`config.mk`:
```
export PLATFORM = sky130hd
export DESIGN_NAME = btb_top
export DESIGN_NICKNAME = d
export VERILOG_FILES = /design/src/verilog/btb_config_pkg.sv /design/src/verilog/btb_types_pkg.sv /design/src/verilog/btb_row_counter.sv /design/src/verilog/btb_sweep_fsm.sv /design/src/verilog/btb_tag_match.sv /design/src/verilog/btb_storage.sv /design/src/verilog/btb_top.sv
export SDC_FILE = /design/constraint.sdc
export NUM_CORES = 1
export LEC_CHECK = 0
export BUFFER_PORTS_ARGS = -buffer_cell sky130_fd_sc_hd__buf_2
export CORE_UTILIZATION = 57
export DETAILED_ROUTE_END_ITERATION = 6
export PLACE_DENSITY_LB_ADDON = 0.08
export SLEW_MARGIN = 15
export SYNTH_ARGS = -nofsm -noshare
export SYNTH_HDL_FRONTEND = slang
export SYNTH_HIERARCHICAL = 1
export SYNTH_SLANG_ARGS = --single-unit
```
`constraint.sdc`:
```
create_clock -name clock -period 5.2 [get_ports clock]
set_input_delay 1.04 -clock clock [delete_from_list [all_inputs] [get_ports clock]]
set_output_delay 1.04 -clock clock [all_outputs]
set_load 0.03 [all_outputs]
```
`src/verilog/btb_config_pkg.sv`:
```
`default_nettype none

package btb_config_pkg;

	parameter int BTB_ROWS    = 8;                    // Rows in the buffer
	parameter int ROW_BITS    = (BTB_ROWS > 1) ? $clog2(BTB_ROWS) : 1; // Row index width
	parameter int TAG_BITS    = 10;                   // Tag is PC[11:2]
	parameter int TARGET_BITS = 12;                   // Stored target is target[13:2]
	parameter int PC_BITS     = 32;                   // Full PC width

	// Fetch and branch PCs are word aligned, so bits 1:0 are never stored
	parameter int WORD_LSB    = 2;

endpackage

`default_nettype wire

```
`src/verilog/btb_types_pkg.sv`:
```
`default_nettype none

package btb_types_pkg;

	import btb_config_pkg::*;

	typedef struct packed {
		logic [PC_BITS-1:0]     pc;           // Current fetch PC
	} btb_fetch_t;

	typedef struct packed {
		logic                   valid_target; // Target below is usable
		logic [PC_BITS-1:0]     target_pc;    // Rebuilt predicted target
	} btb_predict_t;

	typedef struct packed {
		logic                   valid;        // Resolve strobe from execute
		logic                   taken;        // Branch was taken
		logic [PC_BITS-1:0]     pc;           // Branch PC
		logic [PC_BITS-1:0]     target;       // Calculated target
	} btb_resolve_t;

	typedef struct packed {
		logic                   valid;        // Row holds an entry
		logic [TAG_BITS-1:0]    tag;          // PC tag field
		logic [TARGET_BITS-1:0] target;       // Partial target
	} btb_row_t;

	typedef struct packed {
		logic                   enable;       // Write this cycle
		logic [ROW_BITS-1:0]    row;          // Row to write
		btb_row_t               data;         // New row contents
	} btb_write_t;

endpackage

`default_nettype wire

```
`src/verilog/btb_row_counter.sv`:
```
`timescale 1ns/10ps
`default_nettype none

module btb_row_counter #(
	parameter int ROWS = 8,
	localparam int IDX_BITS = (ROWS > 1) ? $clog2(ROWS) : 1
) (
	input  wire                 clock,
	input  wire                 reset,
	input  logic                clear,    // Back to row 0
	input  logic                advance,  // Step one row
	output logic [IDX_BITS-1:0] count,
	output logic                wrap      // At last row
);

	localparam logic [IDX_BITS-1:0] LAST = IDX_BITS'(ROWS - 1);

	assign wrap = (count == LAST);        // Last row of the sweep or rotation

	always_ff @(posedge clock) begin
		if (reset) begin
			count <= '0;
		end else if (clear) begin          // Clear wins over advance
			count <= '0;
		end else if (advance) begin
			if (wrap) begin
				count <= '0;                   // Modulo ROWS, not modulo 2**IDX_BITS
			end else begin
				count <= count + 1'b1;
			end
		end
	end

endmodule

`default_nettype wire

```
`src/verilog/btb_sweep_fsm.sv`:
```
`timescale 1ns/10ps
`default_nettype none

module btb_sweep_fsm import btb_types_pkg::*; #(
	parameter int ROWS        = 8,
	parameter int TAG_BITS    = 10,
	parameter int TARGET_BITS = 12,
	localparam int IDX_BITS   = (ROWS > 1) ? $clog2(ROWS) : 1
) (
	input  wire                 clock,
	input  wire                 reset,
	input  wire                 flush,          // One cycle flush pulse
	input  btb_resolve_t        resolve,
	input  logic                resolve_hit,    // Branch PC found in a row
	input  logic [IDX_BITS-1:0] resolve_row,    // Row holding the branch PC
	input  logic [IDX_BITS-1:0] sweep_row,      // Row being cleared
	input  logic                sweep_wrap,     // Last row of the sweep
	input  logic [IDX_BITS-1:0] victim_row,     // Round robin insert row
	output logic                sweep_clear,
	output logic                sweep_advance,
	output logic                victim_advance, // Pulse on each insert
	output btb_write_t          write,
	output logic                ready
);

	typedef enum logic {
		SWEEP,                                  // Clearing valid bits
		READY                                   // Serving lookups and resolves
	} state_t;

	state_t state;
	state_t state_next;

	logic [TAG_BITS-1:0]    resolve_tag;
	logic [TARGET_BITS-1:0] resolve_target;

	assign resolve_tag    = resolve.pc[TAG_BITS+1:2];        // PC[11:2] by default
	assign resolve_target = resolve.target[TARGET_BITS+1:2]; // Target[13:2] by default

	assign ready = (state == READY);

	always_comb begin
		state_next     = state;
		sweep_clear    = flush;                 // Any flush restarts the sweep at row 0
		sweep_advance  = 1'b0;
		victim_advance = 1'b0;
		write          = '0;
		case (state)
			SWEEP: begin
				write.enable  = 1'b1;               // Invalidate one row per cycle
				write.row     = sweep_row;
				sweep_advance = 1'b1;
				if (!flush && sweep_wrap) begin
					state_next = READY;
				end
			end
			READY: begin
				if (resolve.valid && resolve.taken) begin
					write.enable      = 1'b1;
					write.data.valid  = 1'b1;
					write.data.tag    = resolve_tag;
					write.data.target = resolve_target;
					if (resolve_hit) begin
						write.row = resolve_row;        // Rewrite target in place
					end else begin
						write.row      = victim_row;    // Insert over the victim
						victim_advance = 1'b1;
					end
				end else if (resolve.valid && resolve_hit) begin
					write.enable = 1'b1;              // Not taken hit drops the row
					write.row    = resolve_row;
				end
				if (flush) begin
					state_next = SWEEP;               // Sweep starts next cycle
				end
			end
			default: state_next = SWEEP;
		endcase
	end

	always_ff @(posedge clock) begin
		if (reset) begin
			state <= SWEEP;
		end else begin
			state <= state_next;
		end
	end

endmodule

`default_nettype wire

```
`src/verilog/btb_tag_match.sv`:
```
`timescale 1ns/10ps
`default_nettype none

module btb_tag_match import btb_types_pkg::*; #(
	parameter int ROWS      = 8,
	parameter int TAG_BITS  = 10,
	localparam int IDX_BITS = (ROWS > 1) ? $clog2(ROWS) : 1
) (
	input  btb_row_t [ROWS-1:0] rows,     // All rows from storage
	input  logic [TAG_BITS-1:0] tag,      // Tag to look for
	output logic                hit,
	output logic [IDX_BITS-1:0] hit_row   // Lowest matching row
);

	logic [ROWS-1:0] match;               // One compare per row

	always_comb begin
		for (int i = 0; i < ROWS; i++) begin
			match[i] = rows[i].valid && (rows[i].tag == tag);
		end
	end

	assign hit = |match;

	// Priority encode from the top down so the lowest row wins
	always_comb begin
		hit_row = '0;
		for (int i = ROWS - 1; i >= 0; i--) begin
			if (match[i]) begin
				hit_row = IDX_BITS'(i);
			end
		end
	end

endmodule

`default_nettype wire

```
`src/verilog/btb_storage.sv`:
```
`timescale 1ns/10ps
`default_nettype none

module btb_storage import btb_types_pkg::*; #(
	parameter int ROWS        = 8,
	parameter int TAG_BITS    = 10,
	parameter int TARGET_BITS = 12
) (
	input  wire                 clock,
	input  btb_write_t          write,     // Single write port
	output btb_row_t [ROWS-1:0] rows       // Every row, read in parallel
);

	logic [ROWS-1:0]        valid_q;       // Cleared by the sweep, not by reset
	logic [TAG_BITS-1:0]    tag_q [ROWS];
	logic [TARGET_BITS-1:0] target_q [ROWS];

	always_ff @(posedge clock) begin
		if (write.enable) begin
			valid_q[write.row]  <= write.data.valid;
			tag_q[write.row]    <= write.data.tag;
			target_q[write.row] <= write.data.target;
		end
	end

	always_comb begin
		for (int i = 0; i < ROWS; i++) begin
			rows[i].valid  = valid_q[i];
			rows[i].tag    = tag_q[i];
			rows[i].target = target_q[i];
		end
	end

endmodule

`default_nettype wire

```
`src/verilog/btb_top.sv`:
```
`timescale 1ns/10ps
`default_nettype none

module btb_top import btb_config_pkg::*; import btb_types_pkg::*; #(
	parameter int BTB_ROWS    = btb_config_pkg::BTB_ROWS,
	parameter int TAG_BITS    = btb_config_pkg::TAG_BITS,
	parameter int TARGET_BITS = btb_config_pkg::TARGET_BITS,
	localparam int IDX_BITS   = (BTB_ROWS > 1) ? $clog2(BTB_ROWS) : 1
) (
	input  wire          clock,
	input  wire          reset,
	input  btb_fetch_t   fetch,
	input  btb_resolve_t resolve,
	input  wire          flush,      // One cycle pulse, starts a sweep
	output btb_predict_t predict,
	output logic         ready       // Low while sweeping
);

	btb_row_t [BTB_ROWS-1:0] rows;
	btb_write_t              write;

	logic [TAG_BITS-1:0] fetch_tag;
	logic [TAG_BITS-1:0] resolve_tag;
	logic                fetch_hit;
	logic [IDX_BITS-1:0] fetch_row;
	logic                resolve_hit;
	logic [IDX_BITS-1:0] resolve_row;
	logic [IDX_BITS-1:0] sweep_row;
	logic                sweep_wrap;
	logic                sweep_clear;
	logic                sweep_advance;
	logic [IDX_BITS-1:0] victim_row;
	logic                victim_advance;

	assign fetch_tag   = fetch.pc[TAG_BITS+1:2];
	assign resolve_tag = resolve.pc[TAG_BITS+1:2];

	btb_row_counter #(.ROWS(BTB_ROWS)) sweep_ctr (
		.clock(clock), .reset(reset),
		.clear(sweep_clear), .advance(sweep_advance),
		.count(sweep_row), .wrap(sweep_wrap)
	);

	btb_row_counter #(.ROWS(BTB_ROWS)) victim_ctr ( // Survives flush
		.clock(clock), .reset(reset),
		.clear(1'b0), .advance(victim_advance),
		.count(victim_row), .wrap()
	);

	btb_sweep_fsm #(.ROWS(BTB_ROWS), .TAG_BITS(TAG_BITS), .TARGET_BITS(TARGET_BITS)) sweep_fsm (
		.clock(clock), .reset(reset), .flush(flush), .resolve(resolve),
		.resolve_hit(resolve_hit), .resolve_row(resolve_row),
		.sweep_row(sweep_row), .sweep_wrap(sweep_wrap), .victim_row(victim_row),
		.sweep_clear(sweep_clear), .sweep_advance(sweep_advance),
		.victim_advance(victim_advance), .write(write), .ready(ready)
	);

	btb_storage #(.ROWS(BTB_ROWS), .TAG_BITS(TAG_BITS), .TARGET_BITS(TARGET_BITS)) storage (
		.clock(clock), .write(write), .rows(rows)
	);

	btb_tag_match #(.ROWS(BTB_ROWS), .TAG_BITS(TAG_BITS)) fetch_match (
		.rows(rows), .tag(fetch_tag), .hit(fetch_hit), .hit_row(fetch_row)
	);

	btb_tag_match #(.ROWS(BTB_ROWS), .TAG_BITS(TAG_BITS)) resolve_match (
		.rows(rows), .tag(resolve_tag), .hit(resolve_hit), .hit_row(resolve_row)
	);

	// Upper target bits come from the fetch PC, the low word bits are zero
	assign predict.valid_target = fetch_hit && ready;  // Rows are stale while sweeping
	assign predict.target_pc    = {fetch.pc[PC_BITS-1:TARGET_BITS+2],
	                               rows[fetch_row].target, 2'b00};

endmodule

`default_nettype wire

```
==> key figures, run 1 <==
Power
  • Sequential power share: 54.5%
  • Clock share of power: 38.6%
  • Sw Ratio: 21.8%
  • Internal power: 0.00245 W
  • Sw Pwr: 0.000683 W
  • Worst IR Drop VDD: 0.220 mV
  • Comb pwr share: 6.8%
  • Leakage: 3.22 nW
  • Pwr dens: 308 nW/µm²

Synth
  • Number of enable flip-flop cells after synthesis: 184
  • Mapped Area: 9240 µm²
  • Flops & latches, synth: 191
  • Total of warnings raised by yosys: 6
  • Synth top area share: 59.8%
  • Primary FF master, synth: edfxtp_1
  • Synth Area in Compound Gates: 1.04%
  • Cell variety after synth: 40
  • Adder-Cell Fraction of Synth Area: 0.541%
  • Mapped Cells: 598
  • Synth area leaders: edfxtp_1 60%, xnor2_1 14%, mux4_1 6.0%, nand4_1 2.3%, buf_4 2.0%
  • Dominant cell type by area after synthesis: edfxtp_1
  • Syn_area_per_cell: 15.5 µm²
  • Async SR Flop Fraction: 0%
  • Post-synthesis mux area share: 8.60%
  • Seq/Total Area, Yosys: 61.3%
  • XOR/XNOR Fraction of Synth Area: 15.2%
  • Simple-gate area share of the yosys netlist: 9.12%
  • Main combinational cell family by area after synthesis: XOR/XNOR gates

Final layout
  • Most frequent cells in the layout: 184 x edfxtp_1, 150 x xnor2_1, 50 x buf_2
  • Area growth, synth to finish: 10.0%
  • Commonest non-fill, non-tap cell in the layout: edfxtp_1
  • Share of cells above drive strength 1: 20.1%
  • # nets final: 744
  • Layout Cells excl Fill: 869

Clocking
  • Post-cts resize count: 0
  • Clock buffer depth: 2
  • Clk root buf: clkbuf_16
  • Sink Count: 191
  • Postcts setup bufs: 0
  • Skew-Pair Late Insertion Delay: 0.43 ns
  • Inserted Clock Buffers: 17
  • H-tree Lvls: 4
  • Clock Pin Slew Worst Setup and Hold Paths: 0.07 ns
  • Hold buffers post-CTS: 0
  • CTS tree: done

Global routing
  • Initial antenna violation count: 2
  • GRT Util Overall: 25.0%
  • GRT overflow: 0
  • Vias in the first global route: 5,138
  • First-pass GRT wire length: 29,200 µm
  • Largest net degree at the start of global routing: 32

Critical path
  • Crit Path Category: in2out
  • Critical path, cell by cell: buf_2 > xnor2_1 > nand4_1 > nor4_1 > nand4_1 > o21ai_1 > a21oi_1 > nor2_2 > buf_12 > mux4_1 > mux2_2 > buf_2
  • Reg2reg setup slack: 1.50 ns
  • CP Launch Type: input pin
  • Critical Path RT: 4.16 ns
  • Worst Path Buf+Inv: 3
  • Critical-path top delay cell: mux4_1
  • Worst path top cell family by delay: simple AND/OR/NAND/NOR gates
  • CP endpoint kind: output pin
  • CP peak stage delay: 0.59 ns
  • Crit-path max FO: 24
  • CP arrival: 3.97 ns

Detailed routing
  • Routed WL per cell: 22.2 µm
  • Via Count: 4,961
  • Via-to-Cell Ratio: 5.71
  • DRC: 0
  • DRT iter0 DRCs: 248
  • Drt pass-1 iters: 5
  • Routed Antenna Nets: 0
  • Post-Route WL: 19,300 µm

Placed design
  • DP Cell Count: 836
  • GPL Wtd Cong: 0.851
  • Setup WS pre-CTS: 0.194 ns
  • Port bufs: 50
  • HPWL Detailed: 13,000 µm

Timing
  • Final number of hold-violating endpoints: 0
  • Final Cycle Share: 96.3%
  • Max Clk Rate: 0.200 GHz
  • Fin. max-slew vios: 0
  • RSZ-0062 raised after global routing: false
  • Rel. slew slack: 48.9%
  • Setup TNS: 0 ns
  • Worst-margin pin slew: 0.767 ns
  • Layout Skew: 0.00892 ns
  • Setup violators final: 0
  • Crit path time final: 5.01 ns
  • Final worst setup slack: 0.194 ns

Floorplanning
  • Die width: 129 µm
  • Num ports: 135
  • Total die area: 16,700 µm²
  • # rows: 46
  • Die H: 129 µm
  • Core area: 15,900 µm²
  • Starting Density: 58.2%

Run status
  • Outcome: complete, no violations

Min path
  • Hold Path Class: reg2reg

Run
  • Max Cap Violations: 0
==> metrics by stage <==
stage / util [%] / hold WS [ns] / cell area, µm² / power [W]
2_1_floorplan: - / 0.490 / 9260 / 0.00192
3_3_place_gp: 60.5 / 0.511 / 9620 / 0.00195
3_5_place_dp: 60.5 / 0.544 / 9620 / 0.00196
4_1_cts: 64.0 / 0.554 / 10200 / 0.00316
5_1_grt: 64.0 / 0.569 / 10200 / 0.00322
6_report: 64.0 / 0.550 / 10200 / 0.00313
==> Yosys cell counts (all sizes together) (3+ instances only) <==
cell type and number:
nor3 17, nand3 12, nand3b 5, and2 25, ha 4, nand2b 7, and4bb 3, edfxtp 184
a21oi 6, nor2 9, nand2 7, o21ai 3, xnor2 150, xor2 10, mux4 24, and4b 3
dfxtp 7, a32oi 3, buf 49, nand4 34, mux2i 4, mux2 12
==> final cells by class <==
cell class,count,area [µm²]
Antenna cell,1,2.50
Clock buffer,19,433
Clock inverter,13,116
Fill cell,1185,5720
Inverter,1,3.75
Multi-Input combinational cell,359,3220
Sequential cell,191,5670
Tap cell,216,270
Timing Repair Buffer,69,455
==> worst paths after layout <==
path,from,end,cells after the start
setup / recovery,fetch[10],predict[9],12
hold / removal,sweep_ctr/count[0],sweep_ctr/count[0],2
setup reg to reg,storage/tag_q[3][8],storage/tag_q[4][0],10
hold reg to reg,sweep_ctr/count[0],sweep_ctr/count[0],2
==> power by group through the flow <==
stage | registers [W] | clock network (W) | logic (W)
2_1_floorplan | 0.00174 | 0 | 0.000184
3_3_place_gp | 0.00174 | 0 | 0.000211
3_5_place_dp | 0.00174 | 0 | 0.000215
4_1_cts | 0.00171 | 0.00123 | 0.000217
5_1_grt | 0.00171 | 0.00128 | 0.000231
6_report | 0.00171 | 0.00121 | 0.000214
==> sequential cells by signal (all words and copies together) (netlist names) <==
signal,cells
sweep_fsm/ready,1
sweep_ctr/count,3
storage/valid_q,8
victim_ctr/count,3
storage/tag_q,80
storage/target_q,96
==> kinds of logic (layout without fill, tap and decap cells) <==
logic type,Yosys count,after routing
fa+ha+maj,4,4
buf+inv,52,102
xor+xnor,160,160
compound gates,14,14
mux,40,40
simple gates,136,136
other cells,1,6
flops,191,191
==> worst min-delay path, cell delays in order (launching register included) <==
cell and delay [ns]:
dfxtp_1 0.34, nand2b_1 0.10, a211oi_2 0.07
==> layer usage <==
layer	up-vias	GRT usage, %	routed length [µm]
met1	2468	32.2	8270
met5	-	0	0
met3	50	4.79	1040
met4	0	11.4	592
met2	146	41.3	9420
li1	2297	-	-
Note: power is estimated with default switching activity, not from simulation.
==> run 2: changes to the inputs <==
Settings changed: ABC_AREA from default to 1, CORE_UTILIZATION 57 to 58.
==> run 2 against run 1 <==
Largest cell class unchanged; setup slack better by 0.50 ns; register-to-register slack better by 0.35 ns; sequential power about the same; synthesized cell count up 90%; die area up 8.5%; non-clock buffer count down 3; global-route usage up 4.5 points; core utilization up 0.26 points; clock skew about the same.
==> key figures, run 2 <==
Global routing
  • Vias in the first global route: 6,836 (was 5,138)
  • First-pass GRT wire length: 38,500 µm (was 29,200 µm)
  • GRT overflow: 0 (unchanged)
  • Initial antenna violation count: 0 (was 2)
  • GRT Util Overall: 29.5% (was 25.0%)
  • Largest net degree at the start of global routing: 49 (was 32)

Final layout
  • Largest regs: storage/target_q x96, storage/tag_q x80, storage/valid_q x8 (unchanged)
  • Reg with most FFs: storage/target_q (unchanged)
  • Ant diodes: 0 (was 1)
  • Most frequent cells in the layout: 368 x nand2_1, 184 x edfxtp_1, 157 x inv_1 (was 184 x edfxtp_1, 150 x xnor2_1, 50 x buf_2)
  • Area growth, synth to finish: 8.39% (was 10.0%)
  • Share of cells above drive strength 1: 12.4% (was 20.1%)
  • Max FFs per register: 96 (unchanged)
  • # nets final: 1,269 (was 744)
  • Commonest non-fill, non-tap cell in the layout: nand2_1 (was edfxtp_1)
  • Layout Cells excl Fill: 1,402 (was 869)
  • Filler cells: 1,420 (was 1,185)

Synth
  • Synth area leaders: edfxtp_1 54%, nand2_1 14%, inv_1 5.8%, nand3_1 3.9%, xor2_1 3.8% (was edfxtp_1 60%, xnor2_1 14%, mux4_1 6.0%, nand4_1 2.3%, buf_4 2.0%)
  • Seq/Total Area, Yosys: 55.4% (was 61.3%)
  • Syn_area_per_cell: 8.99 µm² (was 15.5 µm²)
  • Number of enable flip-flop cells after synthesis: 184 (unchanged)
  • Most common cell in the netlist: nand2_1 (was edfxtp_1)
  • Mapped Area: 10,200 µm² (was 9240 µm²)
  • Dominant cell type by area after synthesis: edfxtp_1 (unchanged)
  • Total of warnings raised by yosys: 6 (unchanged)
  • Cell variety after synth: 40 (unchanged)
  • Primary FF master, synth: edfxtp_1 (unchanged)
  • Mapped Cells: 1,137 (was 598)
  • Synth top area share: 54.1% (was 59.8%)
  • Flops & latches, synth: 191 (unchanged)
  • Top cells by count, synth: 368 x nand2_1, 184 x edfxtp_1, 157 x inv_1 (was 184 x edfxtp_1, 150 x xnor2_1, 34 x nand4_1)
  • Async SR Flop Fraction: 0% (unchanged)

Floorplanning
  • Die width: 135 µm (was 129 µm)
  • # rows: 48 (was 46)
  • Total die area: 18,200 µm² (was 16,700 µm²)
  • Core area: 17,200 µm² (was 15,900 µm²)
  • Die H: 135 µm (was 129 µm)
  • Num ports: 135 (unchanged)
  • Starting Density: 59.3% (was 58.2%)

Critical path
  • CP peak stage delay: 0.41 ns (was 0.59 ns)
  • CP endpoint kind: output pin (unchanged)
  • Critical path, cell by cell: buf_2 > xor2_1 > nor3_1 > nand3_1 > nand2_1 > nand2_1 > nand2_1 > nand2_1 > a21oi_4 > buf_4 > nand2_1 > nand3_1 > nand2_1 > nand2_1 > nand2_1 > buf_2 (was buf_2 > xnor2_1 > nand4_1 > nor4_1 > nand4_1 > o21ai_1 > a21oi_1 > nor2_2 > buf_12 > mux4_1 > mux2_2 > buf_2)
  • CP arrival: 3.47 ns (was 3.97 ns)
  • Critical Path RT: 4.16 ns (about the same)
  • Crit Path Category: in2out (unchanged)
  • CP Launch Type: input pin (unchanged)
  • CP most frequent cell: nand2_1
  • Critical-path top delay cell: nor3_1 (was mux4_1)
  • Crit-path max FO: 24 (unchanged)

Clocking
  • Skew-Pair Late Insertion Delay: 0.44 ns (was 0.43 ns)
  • Postcts setup bufs: 0 (unchanged)
  • H-tree Lvls: 4 (unchanged)
  • CTS tree: done (unchanged)
  • Clock Pin Slew Worst Setup and Hold Paths: 0.07 ns (about the same)
  • Clock buffer depth: 2 (unchanged)
  • Clk root buf: clkbuf_16 (unchanged)
  • Hold buffers post-CTS: 0 (unchanged)
  • Post-cts resize count: 0 (unchanged)
  • Inserted Clock Buffers: 17 (unchanged)
  • Sink Count: 191 (unchanged)

Timing
  • RSZ-0062 raised after global routing: false (unchanged)
  • Layout Skew: 0.00864 ns (was 0.00892 ns)
  • Setup violators final: 0 (unchanged)
  • Worst-margin pin slew: 1.05 ns (was 0.767 ns)
  • Crit path time final: 4.51 ns (was 5.01 ns)
  • Max Clk Rate: 0.222 GHz (was 0.200 GHz)
  • Setup TNS: 0 ns (unchanged)
  • Rel. slew slack: 30.0% (was 48.9%)
  • Final Cycle Share: 86.7% (was 96.3%)
  • Final number of hold-violating endpoints: 0 (unchanged)
  • Fin. max-slew vios: 0 (unchanged)

Detailed routing
  • Routed WL per cell: 18.1 µm (was 22.2 µm)
  • Routed Antenna Nets: 0 (unchanged)
  • Post-Route WL: 25,400 µm (was 19,300 µm)
  • DRC: 0 (unchanged)
  • Drt pass-1 iters: 5 (unchanged)
  • Via-to-Cell Ratio: 5.40 (was 5.71)
  • DRT iter0 DRCs: 845 (was 248)
  • Via Count: 7,577 (was 4,961)

Placed design
  • HPWL Detailed: 16,400 µm (was 13,000 µm)
  • Port bufs: 50 (unchanged)
  • GPL Wtd Cong: 0.949 (was 0.851)
  • DP Cell Count: 1,370 (was 836)

Power
  • Pwr dens: 290 nW/µm² (was 308 nW/µm²)
  • Worst IR Drop VDD: 0.206 mV (was 0.220 mV)
  • Leakage: 4.80 nW (was 3.22 nW)

Min path
  • Hold Path Class: reg2reg (unchanged)

Run status
  • Outcome: complete, no violations (unchanged)

Run
  • Max Cap Violations: 0 (unchanged)
-- run 2: cell types whose count changed after synthesis, sizes merged, moves of 26 or more --
cell / change
nor2: +63
nand3: +70
nand4: -26
xnor2: -128
nand2: +364
xor2: +34
inv: +177
-- run 2: power by group --
group | internal [W] | total [W] | switching, W
logic | 0.0000719 | 0.000233 | 0.000161
clock network | 0.000641 | 0.00127 | 0.000627
registers | 0.00169 | 0.00171 | 0.0000150
-- run 2: per-layer routing --
metal  GRT usage (%)  wire length (µm)  up-vias
met3            6.34              2740       37
met4            8.49               408        2
met1            42.2             10800     3504
met2            45.2             11400      363
met5               0                10        -
li1                -                 -     3671
-- run 2: worst max-delay path: cells and delay by family --
family / cells / cell delay (ns)
XOR/XNOR: 1 / 0.19
AND/OR/NAND/NOR: 11 / 1.40
AO/OA/AOI/OAI: 1 / 0.17
buffers and inverters: 3 / 0.68
-- run 2: worst paths after layout --
check                      startpoint  cells past startpoint                      to  slack, ns
setup / recovery             fetch[7]                     16             predict[13]       0.69
hold / removal     sweep_ctr/count[2]                      2      sweep_ctr/count[2]       0.50
setup reg to reg  storage/tag_q[5][5]                     17  storage/target_q[3][1]       1.85
hold reg to reg    sweep_ctr/count[2]                      2      sweep_ctr/count[2]       0.50
-- run 2: layout make-up --
class / instances / area [µm²] / area share, %
Timing Repair Buffer: 66 / 383 / 3.46
Tap cell: 225 / 282 / 2.54
Clock inverter: 14 / 145 / 1.31
Multi-Input combinational cell: 710 / 3500 / 31.6
Inverter: 178 / 671 / 6.05
Sequential cell: 191 / 5670 / 51.1
Clock buffer: 18 / 429 / 3.87
-- run 2: cells by family (layout without fill, tap and decap cells) --
kind of cell / Yosys count / after routing / share of synthesized area (%)
adders and majority gates: 4 / 4 / 0.490
AOI/OAI and AO/OA: 60 / 60 / 3.89
buffers and inverters: 238 / 276 / 10.7
DFF: 191 / 191 / 55.4
and+or+nand+nor: 577 / 577 / 23.8
xor gates and xnor gates: 66 / 66 / 5.66
other: 1 / 3 / 0.0367
-- run 2: per-stage QoR --
step	hold slack (ns)	total power (W)	util, %	setup slack, ns	cell area, µm²
floorplan	0.466	0.00193	-	1.18	10200
global placement	0.483	0.00197	60.9	0.778	10500
detailed placement	0.488	0.00197	60.9	0.737	10500
CTS	0.497	0.00322	64.3	0.721	11100
global route	0.523	0.00330	64.3	0.568	11100
finish	0.497	0.00321	64.3	0.691	11100
